File: src/verilog/ycr_consts.svh
// --------------------
// Width and depth constants for the data-memory bridge
// --------------------

`ifndef YCR_CONSTS_SVH
`define YCR_CONSTS_SVH

// --------------------
// Core data-memory port
// --------------------

// Byte address from the core
`define YCR_DMEM_AWIDTH 32

// Data word, shared by core and Wishbone
`define YCR_DMEM_DWIDTH 32

// --------------------
// Wishbone side
// --------------------

// One select per byte lane
`define YCR_WB_SEL_W 4

// --------------------
// Reset
// --------------------

// Flops in the interface reset chain
`define YCR_RST_SYNC_STAGES 2

`endif

File: src/verilog/ycr_pkg.sv
// --------------------
// Bridge types: command, width and response encodings,
// core and Wishbone structs, data-word union
// --------------------
`include "ycr_consts.svh"

package ycr_pkg;

   // --------------------
   // Encodings
   // --------------------
   typedef enum logic {
      YCR_MEM_CMD_RD = 1'b0,                      // Load
      YCR_MEM_CMD_WR = 1'b1                       // Store
   } mem_cmd_e;

   typedef enum logic [1:0] {
      YCR_MEM_WIDTH_BYTE = 2'd0,                  // 8 bit access
      YCR_MEM_WIDTH_HALF = 2'd1,                  // 16 bit access
      YCR_MEM_WIDTH_WORD = 2'd2                   // 32 bit access
   } mem_width_e;

   typedef enum logic [1:0] {
      YCR_MEM_RESP_IDLE = 2'd0,                   // Nothing to report
      YCR_MEM_RESP_RDY  = 2'd1,                   // Access done
      YCR_MEM_RESP_ERR  = 2'd2                    // Bus error or misaligned
   } mem_resp_e;

   // --------------------
   // Port bundles
   // --------------------
   typedef struct packed {
      mem_cmd_e                        cmd;       // Read or write
      mem_width_e                      width;     // Access size
      logic [`YCR_DMEM_AWIDTH-1:0]     addr;      // Byte address
      logic [`YCR_DMEM_DWIDTH-1:0]     wdata;     // Store data, low aligned
   } core_req_t;

   typedef struct packed {
      logic                            stb;       // Cycle active
      logic [`YCR_DMEM_AWIDTH-1:0]     adr;       // Word aligned address
      logic                            we;        // Write enable
      logic [`YCR_DMEM_DWIDTH-1:0]     dat;       // Lane steered write data
      logic [`YCR_WB_SEL_W-1:0]        sel;       // Byte selects
   } wb_req_t;

   typedef struct packed {
      logic [`YCR_DMEM_DWIDTH-1:0]     dat;       // Raw read word
      logic                            ack;       // Normal termination
      logic                            err;       // Error termination
   } wb_rsp_t;

   // Same word seen whole or per byte lane
   typedef union packed {
      logic [`YCR_DMEM_DWIDTH-1:0]     word;
      logic [`YCR_WB_SEL_W-1:0][7:0]   bytes;
   } dmem_word_u;

endpackage : ycr_pkg

File: src/verilog/ycr_reset_sync.sv
// --------------------
// Interface reset synchronizer
// --------------------
`timescale 1ns/1ns
`include "ycr_consts.svh"

module ycr_reset_sync #(
   parameter int unsigned STAGES = `YCR_RST_SYNC_STAGES   // Chain depth, 1 or more
) (
   input  logic core_clk_i,                               // Core clock
   input  logic reset_i,                                  // Raw interface reset
   output logic reset_o                                   // Reset on core clock
);

   logic [STAGES-1:0] sync_chain;                         // Ones shift out on release

   // --------------------
   // Shift chain
   // --------------------
   always_ff @(posedge core_clk_i) begin
      if (reset_i) begin
         sync_chain <= '1;                                // Whole chain set at once
      end else begin
         sync_chain <= sync_chain << 1;                   // Zero walks toward msb
      end
   end

   // Last stage drives the bridge; goes low STAGES cycles after release
   assign reset_o = sync_chain[STAGES-1];

endmodule : ycr_reset_sync

File: src/verilog/ycr_dmem_lane.sv
// --------------------
// Byte-lane steering: selects, write replication,
// read alignment and misalignment check
// --------------------
`timescale 1ns/1ns
`include "ycr_consts.svh"

module ycr_dmem_lane (
   input  ycr_pkg::mem_width_e           width_i,       // Access size
   input  logic [1:0]                    addr_lsb_i,    // Byte offset in word
   input  logic [`YCR_DMEM_DWIDTH-1:0]   wdata_i,       // Core store data
   input  logic [`YCR_DMEM_DWIDTH-1:0]   wb_rdata_i,    // Raw bus read word
   output logic [`YCR_WB_SEL_W-1:0]      sel_o,         // Byte selects
   output logic [`YCR_DMEM_DWIDTH-1:0]   wb_wdata_o,    // Replicated store data
   output logic [`YCR_DMEM_DWIDTH-1:0]   rdata_o,       // Aligned load data
   output logic                          misaligned_o   // Access crosses lanes
);
   import ycr_pkg::*;

   dmem_word_u wdata_u;                                 // Store data in
   dmem_word_u wrep_u;                                  // Store data on lanes
   dmem_word_u rraw_u;                                  // Bus word in
   dmem_word_u rout_u;                                  // Load data out

   // --------------------
   // Lane decode
   // --------------------
   always_comb begin
      wdata_u.word = wdata_i;
      rraw_u.word  = wb_rdata_i;
      sel_o        = '0;
      wrep_u.word  = wdata_i;
      rout_u.word  = '0;                                // Upper lanes zero filled
      misaligned_o = 1'b0;
      case (width_i)
         YCR_MEM_WIDTH_BYTE: begin
            sel_o = {{(`YCR_WB_SEL_W-1){1'b0}}, 1'b1} << addr_lsb_i; // One lane
            wrep_u.bytes = {4{wdata_u.bytes[0]}};       // Low byte on every lane
            rout_u.bytes[0] = rraw_u.bytes[addr_lsb_i]; // Selected lane to bit 0
         end
         YCR_MEM_WIDTH_HALF: begin
            sel_o = addr_lsb_i[1] ? 4'b1100 : 4'b0011;  // Upper or lower pair
            wrep_u.bytes = {2{wdata_u.bytes[1], wdata_u.bytes[0]}};
            rout_u.bytes[1:0] = addr_lsb_i[1] ? rraw_u.bytes[3:2]
                                              : rraw_u.bytes[1:0];
            misaligned_o = addr_lsb_i[0];               // Odd half address
         end
         YCR_MEM_WIDTH_WORD: begin
            sel_o = '1;                                 // All lanes
            rout_u.word = rraw_u.word;                  // Passed as is
            misaligned_o = |addr_lsb_i;                 // Any offset is bad
         end
         default: begin
            misaligned_o = 1'b1;                        // Unused width code rejected
         end
      endcase
   end

   // Word view out
   assign wb_wdata_o = wrep_u.word;
   assign rdata_o    = rout_u.word;

endmodule : ycr_dmem_lane

File: src/verilog/ycr_dmem_wb.sv
// --------------------
// Data-memory to Wishbone bridge, one blocking
// cycle per core request
// --------------------
`timescale 1ns/1ns
`include "ycr_consts.svh"

module ycr_dmem_wb (
   input  logic                          core_clk_i,        // Core clock
   input  logic                          reset_i,           // Synchronized reset
   input  logic                          dmem_req_i,        // Request level
   input  ycr_pkg::core_req_t            dmem_req_data_i,   // Request payload
   output logic                          dmem_req_ack_o,    // Accept strobe
   output logic [`YCR_DMEM_DWIDTH-1:0]   dmem_rdata_o,      // Aligned load data
   output ycr_pkg::mem_resp_e            dmem_resp_o,       // One cycle response
   output ycr_pkg::wb_req_t              wb_req_o,          // Wishbone master out
   input  ycr_pkg::wb_rsp_t              wb_rsp_i           // Wishbone slave in
);
   import ycr_pkg::*;

   typedef enum logic [1:0] {
      ST_IDLE      = 2'd0,                                  // Waiting for request
      ST_BUS       = 2'd1,                                  // Wishbone cycle open
      ST_ERR_REPLY = 2'd2,                                  // Misaligned, no bus cycle
      ST_REPLY     = 2'd3                                   // Bus cycle ended
   } state_e;

   state_e                        state;                    // Current state
   state_e                        state_nxt;                // Next state
   core_req_t                     req_r;                    // Accepted request
   core_req_t                     lane_req;                 // Request seen by lane logic
   logic                          accept;                   // Request taken this cycle
   logic                          bus_done;                 // Slave ended cycle
   logic                          resp_err_r;               // Bus cycle ended in err
   logic                          busy_r;                   // Accepted, response still owed
   logic [`YCR_DMEM_DWIDTH-1:0]   rdata_r;                  // Captured load data
   logic [`YCR_WB_SEL_W-1:0]      lane_sel;
   logic [`YCR_DMEM_DWIDTH-1:0]   lane_wdata;
   logic [`YCR_DMEM_DWIDTH-1:0]   lane_rdata;
   logic                          lane_misaligned;

   // --------------------
   // Lane steering
   // --------------------
   // Idle looks at the incoming request, so misalignment is known at accept
   assign lane_req = (state == ST_IDLE) ? dmem_req_data_i : req_r;

   ycr_dmem_lane u_lane (
      .width_i      (lane_req.width       ),
      .addr_lsb_i   (lane_req.addr[1:0]   ),
      .wdata_i      (lane_req.wdata       ),
      .wb_rdata_i   (wb_rsp_i.dat         ),
      .sel_o        (lane_sel             ),
      .wb_wdata_o   (lane_wdata           ),
      .rdata_o      (lane_rdata           ),
      .misaligned_o (lane_misaligned      )
   );

   // --------------------
   // Control
   // --------------------
   assign accept   = (state == ST_IDLE) && dmem_req_i;    // Only when idle
   assign bus_done = wb_rsp_i.ack || wb_rsp_i.err;

   always_comb begin
      state_nxt = state;
      case (state)
         ST_IDLE: begin
            if (accept) begin
               state_nxt = lane_misaligned ? ST_ERR_REPLY : ST_BUS;
            end
         end
         ST_BUS: begin
            if (bus_done) begin
               state_nxt = ST_REPLY;                        // Hold until slave ends it
            end
         end
         ST_ERR_REPLY: state_nxt = ST_IDLE;
         ST_REPLY:     state_nxt = ST_IDLE;
         default:      state_nxt = ST_IDLE;
      endcase
   end

   always_ff @(posedge core_clk_i) begin
      if (reset_i) begin
         state      <= ST_IDLE;
         resp_err_r <= 1'b0;
      end else begin
         state <= state_nxt;
         if ((state == ST_BUS) && bus_done) begin
            resp_err_r <= wb_rsp_i.err;                     // err wins over ack
         end
      end
   end

   // Payload capture
   always_ff @(posedge core_clk_i) begin
      if (accept) begin
         req_r <= dmem_req_data_i;
      end
      if ((state == ST_BUS) && bus_done) begin
         rdata_r <= lane_rdata;                             // Already shifted to bit 0
      end
   end

   // --------------------
   // Outputs
   // --------------------
   assign dmem_req_ack_o = accept;
   assign dmem_rdata_o   = rdata_r;

   always_comb begin
      case (state)
         ST_ERR_REPLY: dmem_resp_o = YCR_MEM_RESP_ERR;
         ST_REPLY:     dmem_resp_o = resp_err_r ? YCR_MEM_RESP_ERR : YCR_MEM_RESP_RDY;
         default:      dmem_resp_o = YCR_MEM_RESP_IDLE;
      endcase
   end

   always_comb begin
      wb_req_o.stb = (state == ST_BUS);                     // Rises cycle after ack
      wb_req_o.adr = {req_r.addr[`YCR_DMEM_AWIDTH-1:2], 2'b00}; // Word aligned
      wb_req_o.we  = (req_r.cmd == YCR_MEM_CMD_WR);
      wb_req_o.dat = lane_wdata;
      wb_req_o.sel = lane_sel;
   end

   // --------------------
   // Checks
   // --------------------
   // Set by an accept, cleared once the response has pulsed
   always_ff @(posedge core_clk_i) begin
      if (reset_i) begin
         busy_r <= 1'b0;
      end else if (dmem_req_ack_o) begin
         busy_r <= 1'b1;
      end else if (dmem_resp_o != YCR_MEM_RESP_IDLE) begin
         busy_r <= 1'b0;
      end
   end

   // No second accept until the first request has been answered
   a_no_ack_while_busy : assert property (
      @(posedge core_clk_i) disable iff (reset_i)
      busy_r |-> !dmem_req_ack_o
   );

   // Master holds the cycle unchanged until the slave ends it
   a_stb_stable : assert property (
      @(posedge core_clk_i) disable iff (reset_i)
      (wb_req_o.stb && !bus_done) |=> (wb_req_o.stb && $stable(wb_req_o))
   );

   // Misaligned or bad widths never reach the bus
   a_sel_nonzero : assert property (
      @(posedge core_clk_i) disable iff (reset_i)
      wb_req_o.stb |-> (wb_req_o.sel != '0)
   );

endmodule : ycr_dmem_wb

File: src/verilog/ycr_intf.sv
// --------------------
// Interface top: reset synchronizer and
// data-memory Wishbone bridge
// --------------------
`timescale 1ns/1ns
`include "ycr_consts.svh"

module ycr_intf (
   // Clock and reset
   input  logic                          core_clk_i,        // Core clock, also bus clock
   input  logic                          reset_i,           // Interface reset, raw

   // --------------------
   // Core data memory
   // --------------------
   input  logic                          dmem_req_i,        // Request level
   input  ycr_pkg::core_req_t            dmem_req_data_i,   // Cmd, width, addr, wdata
   output logic                          dmem_req_ack_o,    // Accept strobe
   output logic [`YCR_DMEM_DWIDTH-1:0]   dmem_rdata_o,      // Load data
   output ycr_pkg::mem_resp_e            dmem_resp_o,       // Ready or error pulse

   // --------------------
   // Wishbone master
   // --------------------
   output ycr_pkg::wb_req_t              wb_req_o,          // stb, adr, we, dat, sel
   input  ycr_pkg::wb_rsp_t              wb_rsp_i           // dat, ack, err
);

   logic reset_sync;                                        // Reset on core clock

   // --------------------
   // Reset
   // --------------------
   ycr_reset_sync #(
      .STAGES          (`YCR_RST_SYNC_STAGES)
   ) u_rst_sync (
      .core_clk_i      (core_clk_i          ),
      .reset_i         (reset_i             ),
      .reset_o         (reset_sync          )
   );

   // --------------------
   // Data memory bridge
   // --------------------
   ycr_dmem_wb u_dmem_wb (
      .core_clk_i      (core_clk_i          ),
      .reset_i         (reset_sync          ),  // Released clean on core clock
      .dmem_req_i      (dmem_req_i          ),
      .dmem_req_data_i (dmem_req_data_i     ),
      .dmem_req_ack_o  (dmem_req_ack_o      ),
      .dmem_rdata_o    (dmem_rdata_o        ),
      .dmem_resp_o     (dmem_resp_o         ),
      .wb_req_o        (wb_req_o            ),
      .wb_rsp_i        (wb_rsp_i            )
   );

endmodule : ycr_intf

File: config.mk
export PLATFORM = sky130hd
export DESIGN_NAME = ycr_intf
export DESIGN_NICKNAME = d
export VERILOG_FILES = /design/src/verilog/ycr_pkg.sv /design/src/verilog/ycr_reset_sync.sv /design/src/verilog/ycr_dmem_lane.sv /design/src/verilog/ycr_dmem_wb.sv /design/src/verilog/ycr_intf.sv
export VERILOG_INCLUDE_DIRS = /design/src /design/src/verilog
export SDC_FILE = /design/constraint.sdc
export NUM_CORES = 1
export LEC_CHECK = 0
export BUFFER_PORTS_ARGS = -buffer_cell sky130_fd_sc_hd__buf_2
export CAP_MARGIN = 15
export CORE_MARGIN = 1.5
export CORE_UTILIZATION = 50
export CTS_BUF_LIST = sky130_fd_sc_hd__clkbuf_8
export CTS_CLUSTER_SIZE = 12
export DETAILED_ROUTE_END_ITERATION = 8
export GPL_ROUTABILITY_DRIVEN = 0
export PLACE_DENSITY = 0.91
export SYNTH_ARGS = -nofsm -noshare
export SYNTH_HDL_FRONTEND = slang
export SYNTH_SLANG_ARGS = --single-unit
File: constraint.sdc
create_clock -name core_clk_i -period 3.43 [get_ports core_clk_i]
set_input_delay 0 -clock core_clk_i [delete_from_list [all_inputs] [get_ports core_clk_i]]
set_output_delay 0 -clock core_clk_i [all_outputs]
set_load 0.02 [all_outputs]
==> report_table.html <==
<table>
<tr><th>Metric</th><th>Value</th></tr>
<tr><th colspan="2">Setup path</th></tr>
<tr><td>Cell-by-cell listing of the critical path</td><td>or3b_1 &gt; and2_1 &gt; inv_1 &gt; ha_2 &gt; inv_1 &gt; nand3_1 &gt; o22ai_2 &gt; a221o_1 &gt; dlygate4sd3_1</td></tr>
<tr><td>Required time of the critical path</td><td>3.57 ns</td></tr>
<tr><td>Library cell appearing most often on the critical path</td><td>sky130_fd_sc_hd__inv_1</td></tr>
<tr><td>Setup CP Type</td><td>flop to flop</td></tr>
<tr><td>Cell with the biggest individual delay on the critical path</td><td>sky130_fd_sc_hd__dlygate4sd3_1</td></tr>
<tr><td>CP top delay family</td><td>simple AND/OR/NAND/NOR gates</td></tr>
<tr><td>WP data arrival</td><td>3.31 ns</td></tr>
<tr><td>Critical Path Max Stage Delay</td><td>0.57 ns</td></tr>
<tr><td>Reg-to-Reg Start</td><td>u_dmem_wb.state[1]$_SDFFE_PP0P_</td></tr>
<tr><td>Reg2Reg Setup Slack</td><td>0.26 ns</td></tr>
<tr><td>CP Buf/Inv Count</td><td>3</td></tr>
<tr><td>Startpoint types</td><td>flop</td></tr>
<tr><td>Count of cells along the worst register-to-register path</td><td>9</td></tr>
<tr><td>Critical path peak fanout</td><td>12</td></tr>
<tr><td>RR Endpoint</td><td>u_dmem_wb.dmem_rdata_o[2]$_DFFE_PP_</td></tr>
<tr><td>Type of destination of the critical path</td><td>flop</td></tr>
<tr><th colspan="2">Clock network</th></tr>
<tr><td>CTS Root Buffer Type</td><td>sky130_fd_sc_hd__clkbuf_8</td></tr>
<tr><td>Clock edge transition at the registers on the reported setup and hold paths</td><td>0.10 ns</td></tr>
<tr><td>Post-CTS repair timing setup buffer count</td><td>0</td></tr>
<tr><td>Clock sink total</td><td>104</td></tr>
<tr><td>CTS H-tree depth</td><td>3</td></tr>
<tr><td>Worst-Skew Late Latency</td><td>0.38 ns</td></tr>
<tr><td>Maximum count of clock buffers along a single path</td><td>2</td></tr>
<tr><td>TritonCTS clock tree</td><td>yes</td></tr>
<tr><td>Num CTS Buffers</td><td>9</td></tr>
<tr><th colspan="2">Global routing</th></tr>
<tr><td>Largest net degree at the start of global routing</td><td>55</td></tr>
<tr><td>Via count of the first global-routing pass</td><td>4149</td></tr>
<tr><td>Most Crowded Layer GR</td><td>met2</td></tr>
<tr><td>Met1 Use GR</td><td>30.5%</td></tr>
<tr><td>Met3 Use GR</td><td>7.05%</td></tr>
<tr><td>Wire length of the first global-routing pass</td><td>20800 µm</td></tr>
<tr><td>Global-route usage over all layers</td><td>26.6%</td></tr>
<tr><td>Met2 GRT Util</td><td>44.4%</td></tr>
<tr><td>Total congestion overflow after global routing</td><td>0</td></tr>
<tr><td>Initial antenna violation count</td><td>0</td></tr>
<tr><th colspan="2">Floorplan</th></tr>
<tr><td>Die area</td><td>0.0105 mm²</td></tr>
<tr><td>Floorplan die height</td><td>102 µm</td></tr>
<tr><td>Width of the chip</td><td>102 µm</td></tr>
<tr><td>Initial Utilization</td><td>51.0%</td></tr>
<tr><td>I/O pin count</td><td>209</td></tr>
<tr><td>Floorplan core area</td><td>0.00968 mm²</td></tr>
<tr><td>Floorplan row count</td><td>36</td></tr>
<tr><th colspan="2">Placed design</th></tr>
<tr><td>Quantity of I/O buffers inserted on ports</td><td>206</td></tr>
<tr><td>Inst Count DP</td><td>662</td></tr>
<tr><td>Setup slack at placement</td><td>0.707 ns</td></tr>
<tr><td>Cell area after placement</td><td>0.00586 mm²</td></tr>
<tr><td>HPWL after detailed placement</td><td>8720 µm</td></tr>
<tr><th colspan="2">Timing</th></tr>
<tr><td>Unrepaired setup endpoints after global routing</td><td>false</td></tr>
<tr><td>Final worst-path setup slack</td><td>0.263 ns</td></tr>
<tr><td>Total of endpoints with negative setup slack in the final report</td><td>0</td></tr>
<tr><td>Hold violation total from the final report</td><td>0</td></tr>
<tr><td>Clock Skews</td><td>0.0154 ns</td></tr>
<tr><td>Max transition margin</td><td>55.0%</td></tr>
<tr><td>F_max</td><td>316 MHz</td></tr>
<tr><td>Number of pins exceeding their max-slew limit in the final report</td><td>0</td></tr>
<tr><td>Final clock period utilization by the worst path</td><td>92.3%</td></tr>
<tr><td>Slew @ Worst Pin</td><td>0.675 ns</td></tr>
<tr><td>Total Neg Setup Slack</td><td>0 ns</td></tr>
<tr><td>Worst hold slack across all endpoints</td><td>0.0193 ns</td></tr>
<tr><td>Minimum clock period after layout</td><td>3.17 ns</td></tr>
<tr><th colspan="2">Synth</th></tr>
<tr><td>Post-synth top flop</td><td>sky130_fd_sc_hd__edfxtp_1</td></tr>
<tr><td>Flip-flop and latch count after synthesis</td><td>104</td></tr>
<tr><td>Synth async-reset ratio</td><td>0%</td></tr>
<tr><td>Post-Synthesis Mean Instance Area</td><td>13.5 µm²</td></tr>
<tr><td>Basic-gate share of the synthesized area counting and, or, nand and nor cells</td><td>7.35%</td></tr>
<tr><td>Distinct cells, synth</td><td>42</td></tr>
<tr><td>Register area share after synthesis</td><td>62.2%</td></tr>
<tr><td>Synthesized netlist cell count</td><td>367</td></tr>
<tr><td>Number of warnings issued by yosys</td><td>0</td></tr>
<tr><td>Number of synthesized flops with an enable pin</td><td>99</td></tr>
<tr><td>Cell area after synthesis</td><td>0.00494 mm²</td></tr>
<tr><td>Leading area contributor after synthesis</td><td>sky130_fd_sc_hd__edfxtp_1</td></tr>
<tr><td>Fraction of the mapped netlist area in adder cells</td><td>1.27%</td></tr>
<tr><td>Share of synthesized area spent on multiplexers</td><td>6.72%</td></tr>
<tr><td>Largest family of logic cells by synthesized area</td><td>compound AO/OA/AOI/OAI gates</td></tr>
<tr><td>Xor-xnor portion of the synthesized cell area</td><td>0%</td></tr>
<tr><td>Area fraction in compound gates after synthesis</td><td>14.4%</td></tr>
<tr><td>Share of Yosys cell area claimed by the top area cell type</td><td>60.2%</td></tr>
<tr><td>Synth top area cells</td><td>sky130_fd_sc_hd__edfxtp_1 60%, sky130_fd_sc_hd__mux2i_1 6.5%, sky130_fd_sc_hd__buf_4 5.5%</td></tr>
<tr><th colspan="2">Detailed routing</th></tr>
<tr><td>Violation count after the first detailed-routing iteration</td><td>374</td></tr>
<tr><td>Total Routed Length</td><td>14700 µm</td></tr>
<tr><td>Wirelength per Cell</td><td>18.9 µm</td></tr>
<tr><td>Remaining antenna violation count</td><td>0</td></tr>
<tr><td>Number of search-and-repair iterations in the first detailed-routing pass</td><td>7</td></tr>
<tr><td>Vias after detailed routing</td><td>4293</td></tr>
<tr><td>Detailed-route DRC error count</td><td>0</td></tr>
<tr><td>Via/cell ratio</td><td>5.52</td></tr>
<tr><th colspan="2">Finish</th></tr>
<tr><td>Post-route cell area</td><td>0.00702 mm²</td></tr>
<tr><td>Area Overhead vs Synth</td><td>42.2%</td></tr>
<tr><td>Post-layout net count</td><td>749</td></tr>
<tr><td>Number of antenna diodes</td><td>0</td></tr>
<tr><td>Post-route non-filler standard cell count</td><td>778</td></tr>
<tr><td>Post-route core utilization</td><td>72.5%</td></tr>
<tr><td>Share of final-layout standard cells stronger than drive strength 1</td><td>37.1%</td></tr>
<tr><th colspan="2">Power and ir drop</th></tr>
<tr><td>Maximum VDD drop</td><td>0.000326 V</td></tr>
<tr><td>Static power due to leakage</td><td>3.14 nW</td></tr>
<tr><td>Overall power after layout</td><td>3.21 mW</td></tr>
<tr><td>PD cells</td><td>457 mW/mm²</td></tr>
<tr><th colspan="2">Hold path</th></tr>
<tr><td>HP Start</td><td>wb_rsp_i[14]</td></tr>
<tr><td>Count of cells along the worst hold path</td><td>3</td></tr>
<tr><td>Worst min-delay path endpoint</td><td>u_dmem_wb.dmem_rdata_o[12]$_DFFE_PP_</td></tr>
<tr><td>Hold Crit Class</td><td>input pin to flop</td></tr>
<tr><th colspan="2">Job</th></tr>
<tr><td>Max-cap viol count</td><td>0</td></tr>
<tr><th colspan="2">Status</th></tr>
<tr><td>Run status</td><td>complete, no violations</td></tr>
</table>
==> metal layers <==
layer | up-vias | part of all wire, % | routed length [µm]
li1 | 1889 | - | -
met1 | 2003 | 36 | 5340
met2 | 323 | 50 | 7330
met3 | 78 | 8.6 | 1270
met4 | 0 | 5.3 | 785
met5 | - | 0 | 0
==> cell usage in the layout, fill, tap and decap left out, drive strengths merged, types with 2 or more instances in the layout <==
cell type / synthesis / layout
buf: 44 / 211
dlygate4sd3: 0 / 100
edfxtp: 99 / 99
mux2i: 32 / 32
and2: 21 / 21
a21boi: 18 / 18
o22ai: 17 / 17
inv: 16 / 16
o21bai: 16 / 16
o21ai: 15 / 15
nand2: 11 / 11
and3: 10 / 10
clkbuf: 6 / 9
a21oi: 7 / 7
clkinv: 0 / 7
o21a: 6 / 6
a221o: 6 / 6
nand3: 5 / 5
dfxtp: 5 / 5
nor2: 5 / 5
ha: 5 / 5
or3b: 3 / 3
or2: 2 / 2
o211ai: 2 / 2
a32oi: 2 / 2
conb: 1 / 2
a31oi: 2 / 2
==> cells by family (layout without fill, tap and decap cells) <==
logic type / count (synthesis) / in the layout
simple gates: 61 / 61
compound gates: 97 / 97
mux: 33 / 33
flops: 104 / 104
other cells: 1 / 2
buf+inv: 66 / 343
fa+ha+maj: 5 / 5
==> how the worst max path moves through the flow <==
stage,from,to,slack [ns],cells past startpoint
6_report,u_dmem_wb.state[1]$_SDFFE_PP0P_,u_dmem_wb.dmem_rdata_o[2]$_DFFE_PP_,0.26,9
2_1_floorplan,u_dmem_wb.state[1]$_SDFFE_PP0P_,u_dmem_wb.req_r[0]$_DFFE_PP_,0.13,5
3_5_place_dp,u_dmem_wb.state[1]$_SDFFE_PP0P_,u_dmem_wb.dmem_rdata_o[5]$_DFFE_PP_,0.71,8
5_1_grt,u_dmem_wb.state[1]$_SDFFE_PP0P_,u_dmem_wb.dmem_rdata_o[1]$_DFFE_PP_,0.12,9
4_1_cts,u_dmem_wb.state[1]$_SDFFE_PP0P_,u_dmem_wb.dmem_rdata_o[7]$_DFFE_PP_,0.18,9
3_3_place_gp,u_dmem_wb.state[1]$_SDFFE_PP0P_,u_dmem_wb.dmem_rdata_o[1]$_DFFE_PP_,0.91,8
==> repair_timing <==
action                     CTS  global route
setup endpoints to repair    0             3
hold endpoints to repair    95             1
hold buffers                99             1
gates resized for setup      0             1
==> state kept, by name, summed over array words and instances (netlist names) <==
register / flops
u_dmem_wb.dmem_rdata_o: 32
u_dmem_wb.req_r: 36
u_dmem_wb.resp_err_r: 1
u_dmem_wb.state: 2
u_dmem_wb.wb_req_o: 31
u_rst_sync.sync_chain: 2
==> report_power, final <==
group,total [mW],switching [mW],internal [mW]
Combinational,0.985,0.593,0.392
Sequential,1.54,0.0324,1.51
Clock,0.684,0.427,0.257
Total,3.21,1.05,2.16
==> cell type report <==
cell class | count | area, µm²
fillers | 590 | 2660
clock buffers | 9 | 124
clock inverters | 7 | 38.8
repair buffers | 311 | 2080
inverters | 16 | 60.1
flip-flops and latches | 104 | 3070
multi-input cells | 198 | 1480
well taps | 133 | 166
==> worst min-delay path: stages <==
cell and delay (ns):
sky130_fd_sc_hd__buf_2 0.10, sky130_fd_sc_hd__nand2_1 0.05, sky130_fd_sc_hd__a21boi_0 0.07
==> synth_stat cells, types with 4 or more instances <==
| master | number |
|---|---|
| sky130_fd_sc_hd__a21boi_0 | 18 |
| sky130_fd_sc_hd__a21oi_1 | 6 |
| sky130_fd_sc_hd__a221o_1 | 6 |
| sky130_fd_sc_hd__and2_1 | 21 |
| sky130_fd_sc_hd__and3_1 | 10 |
| sky130_fd_sc_hd__buf_2 | 8 |
| sky130_fd_sc_hd__buf_4 | 36 |
| sky130_fd_sc_hd__clkbuf_1 | 6 |
| sky130_fd_sc_hd__dfxtp_1 | 5 |
| sky130_fd_sc_hd__edfxtp_1 | 99 |
| sky130_fd_sc_hd__ha_1 | 5 |
| sky130_fd_sc_hd__inv_1 | 16 |
| sky130_fd_sc_hd__mux2i_1 | 32 |
| sky130_fd_sc_hd__nand2_1 | 11 |
| sky130_fd_sc_hd__nand3_1 | 5 |
| sky130_fd_sc_hd__nor2_1 | 4 |
| sky130_fd_sc_hd__o21a_1 | 6 |
| sky130_fd_sc_hd__o21ai_0 | 12 |
| sky130_fd_sc_hd__o21bai_1 | 16 |
| sky130_fd_sc_hd__o22ai_1 | 16 |
Note: power is estimated with default switching activity, not from simulation.
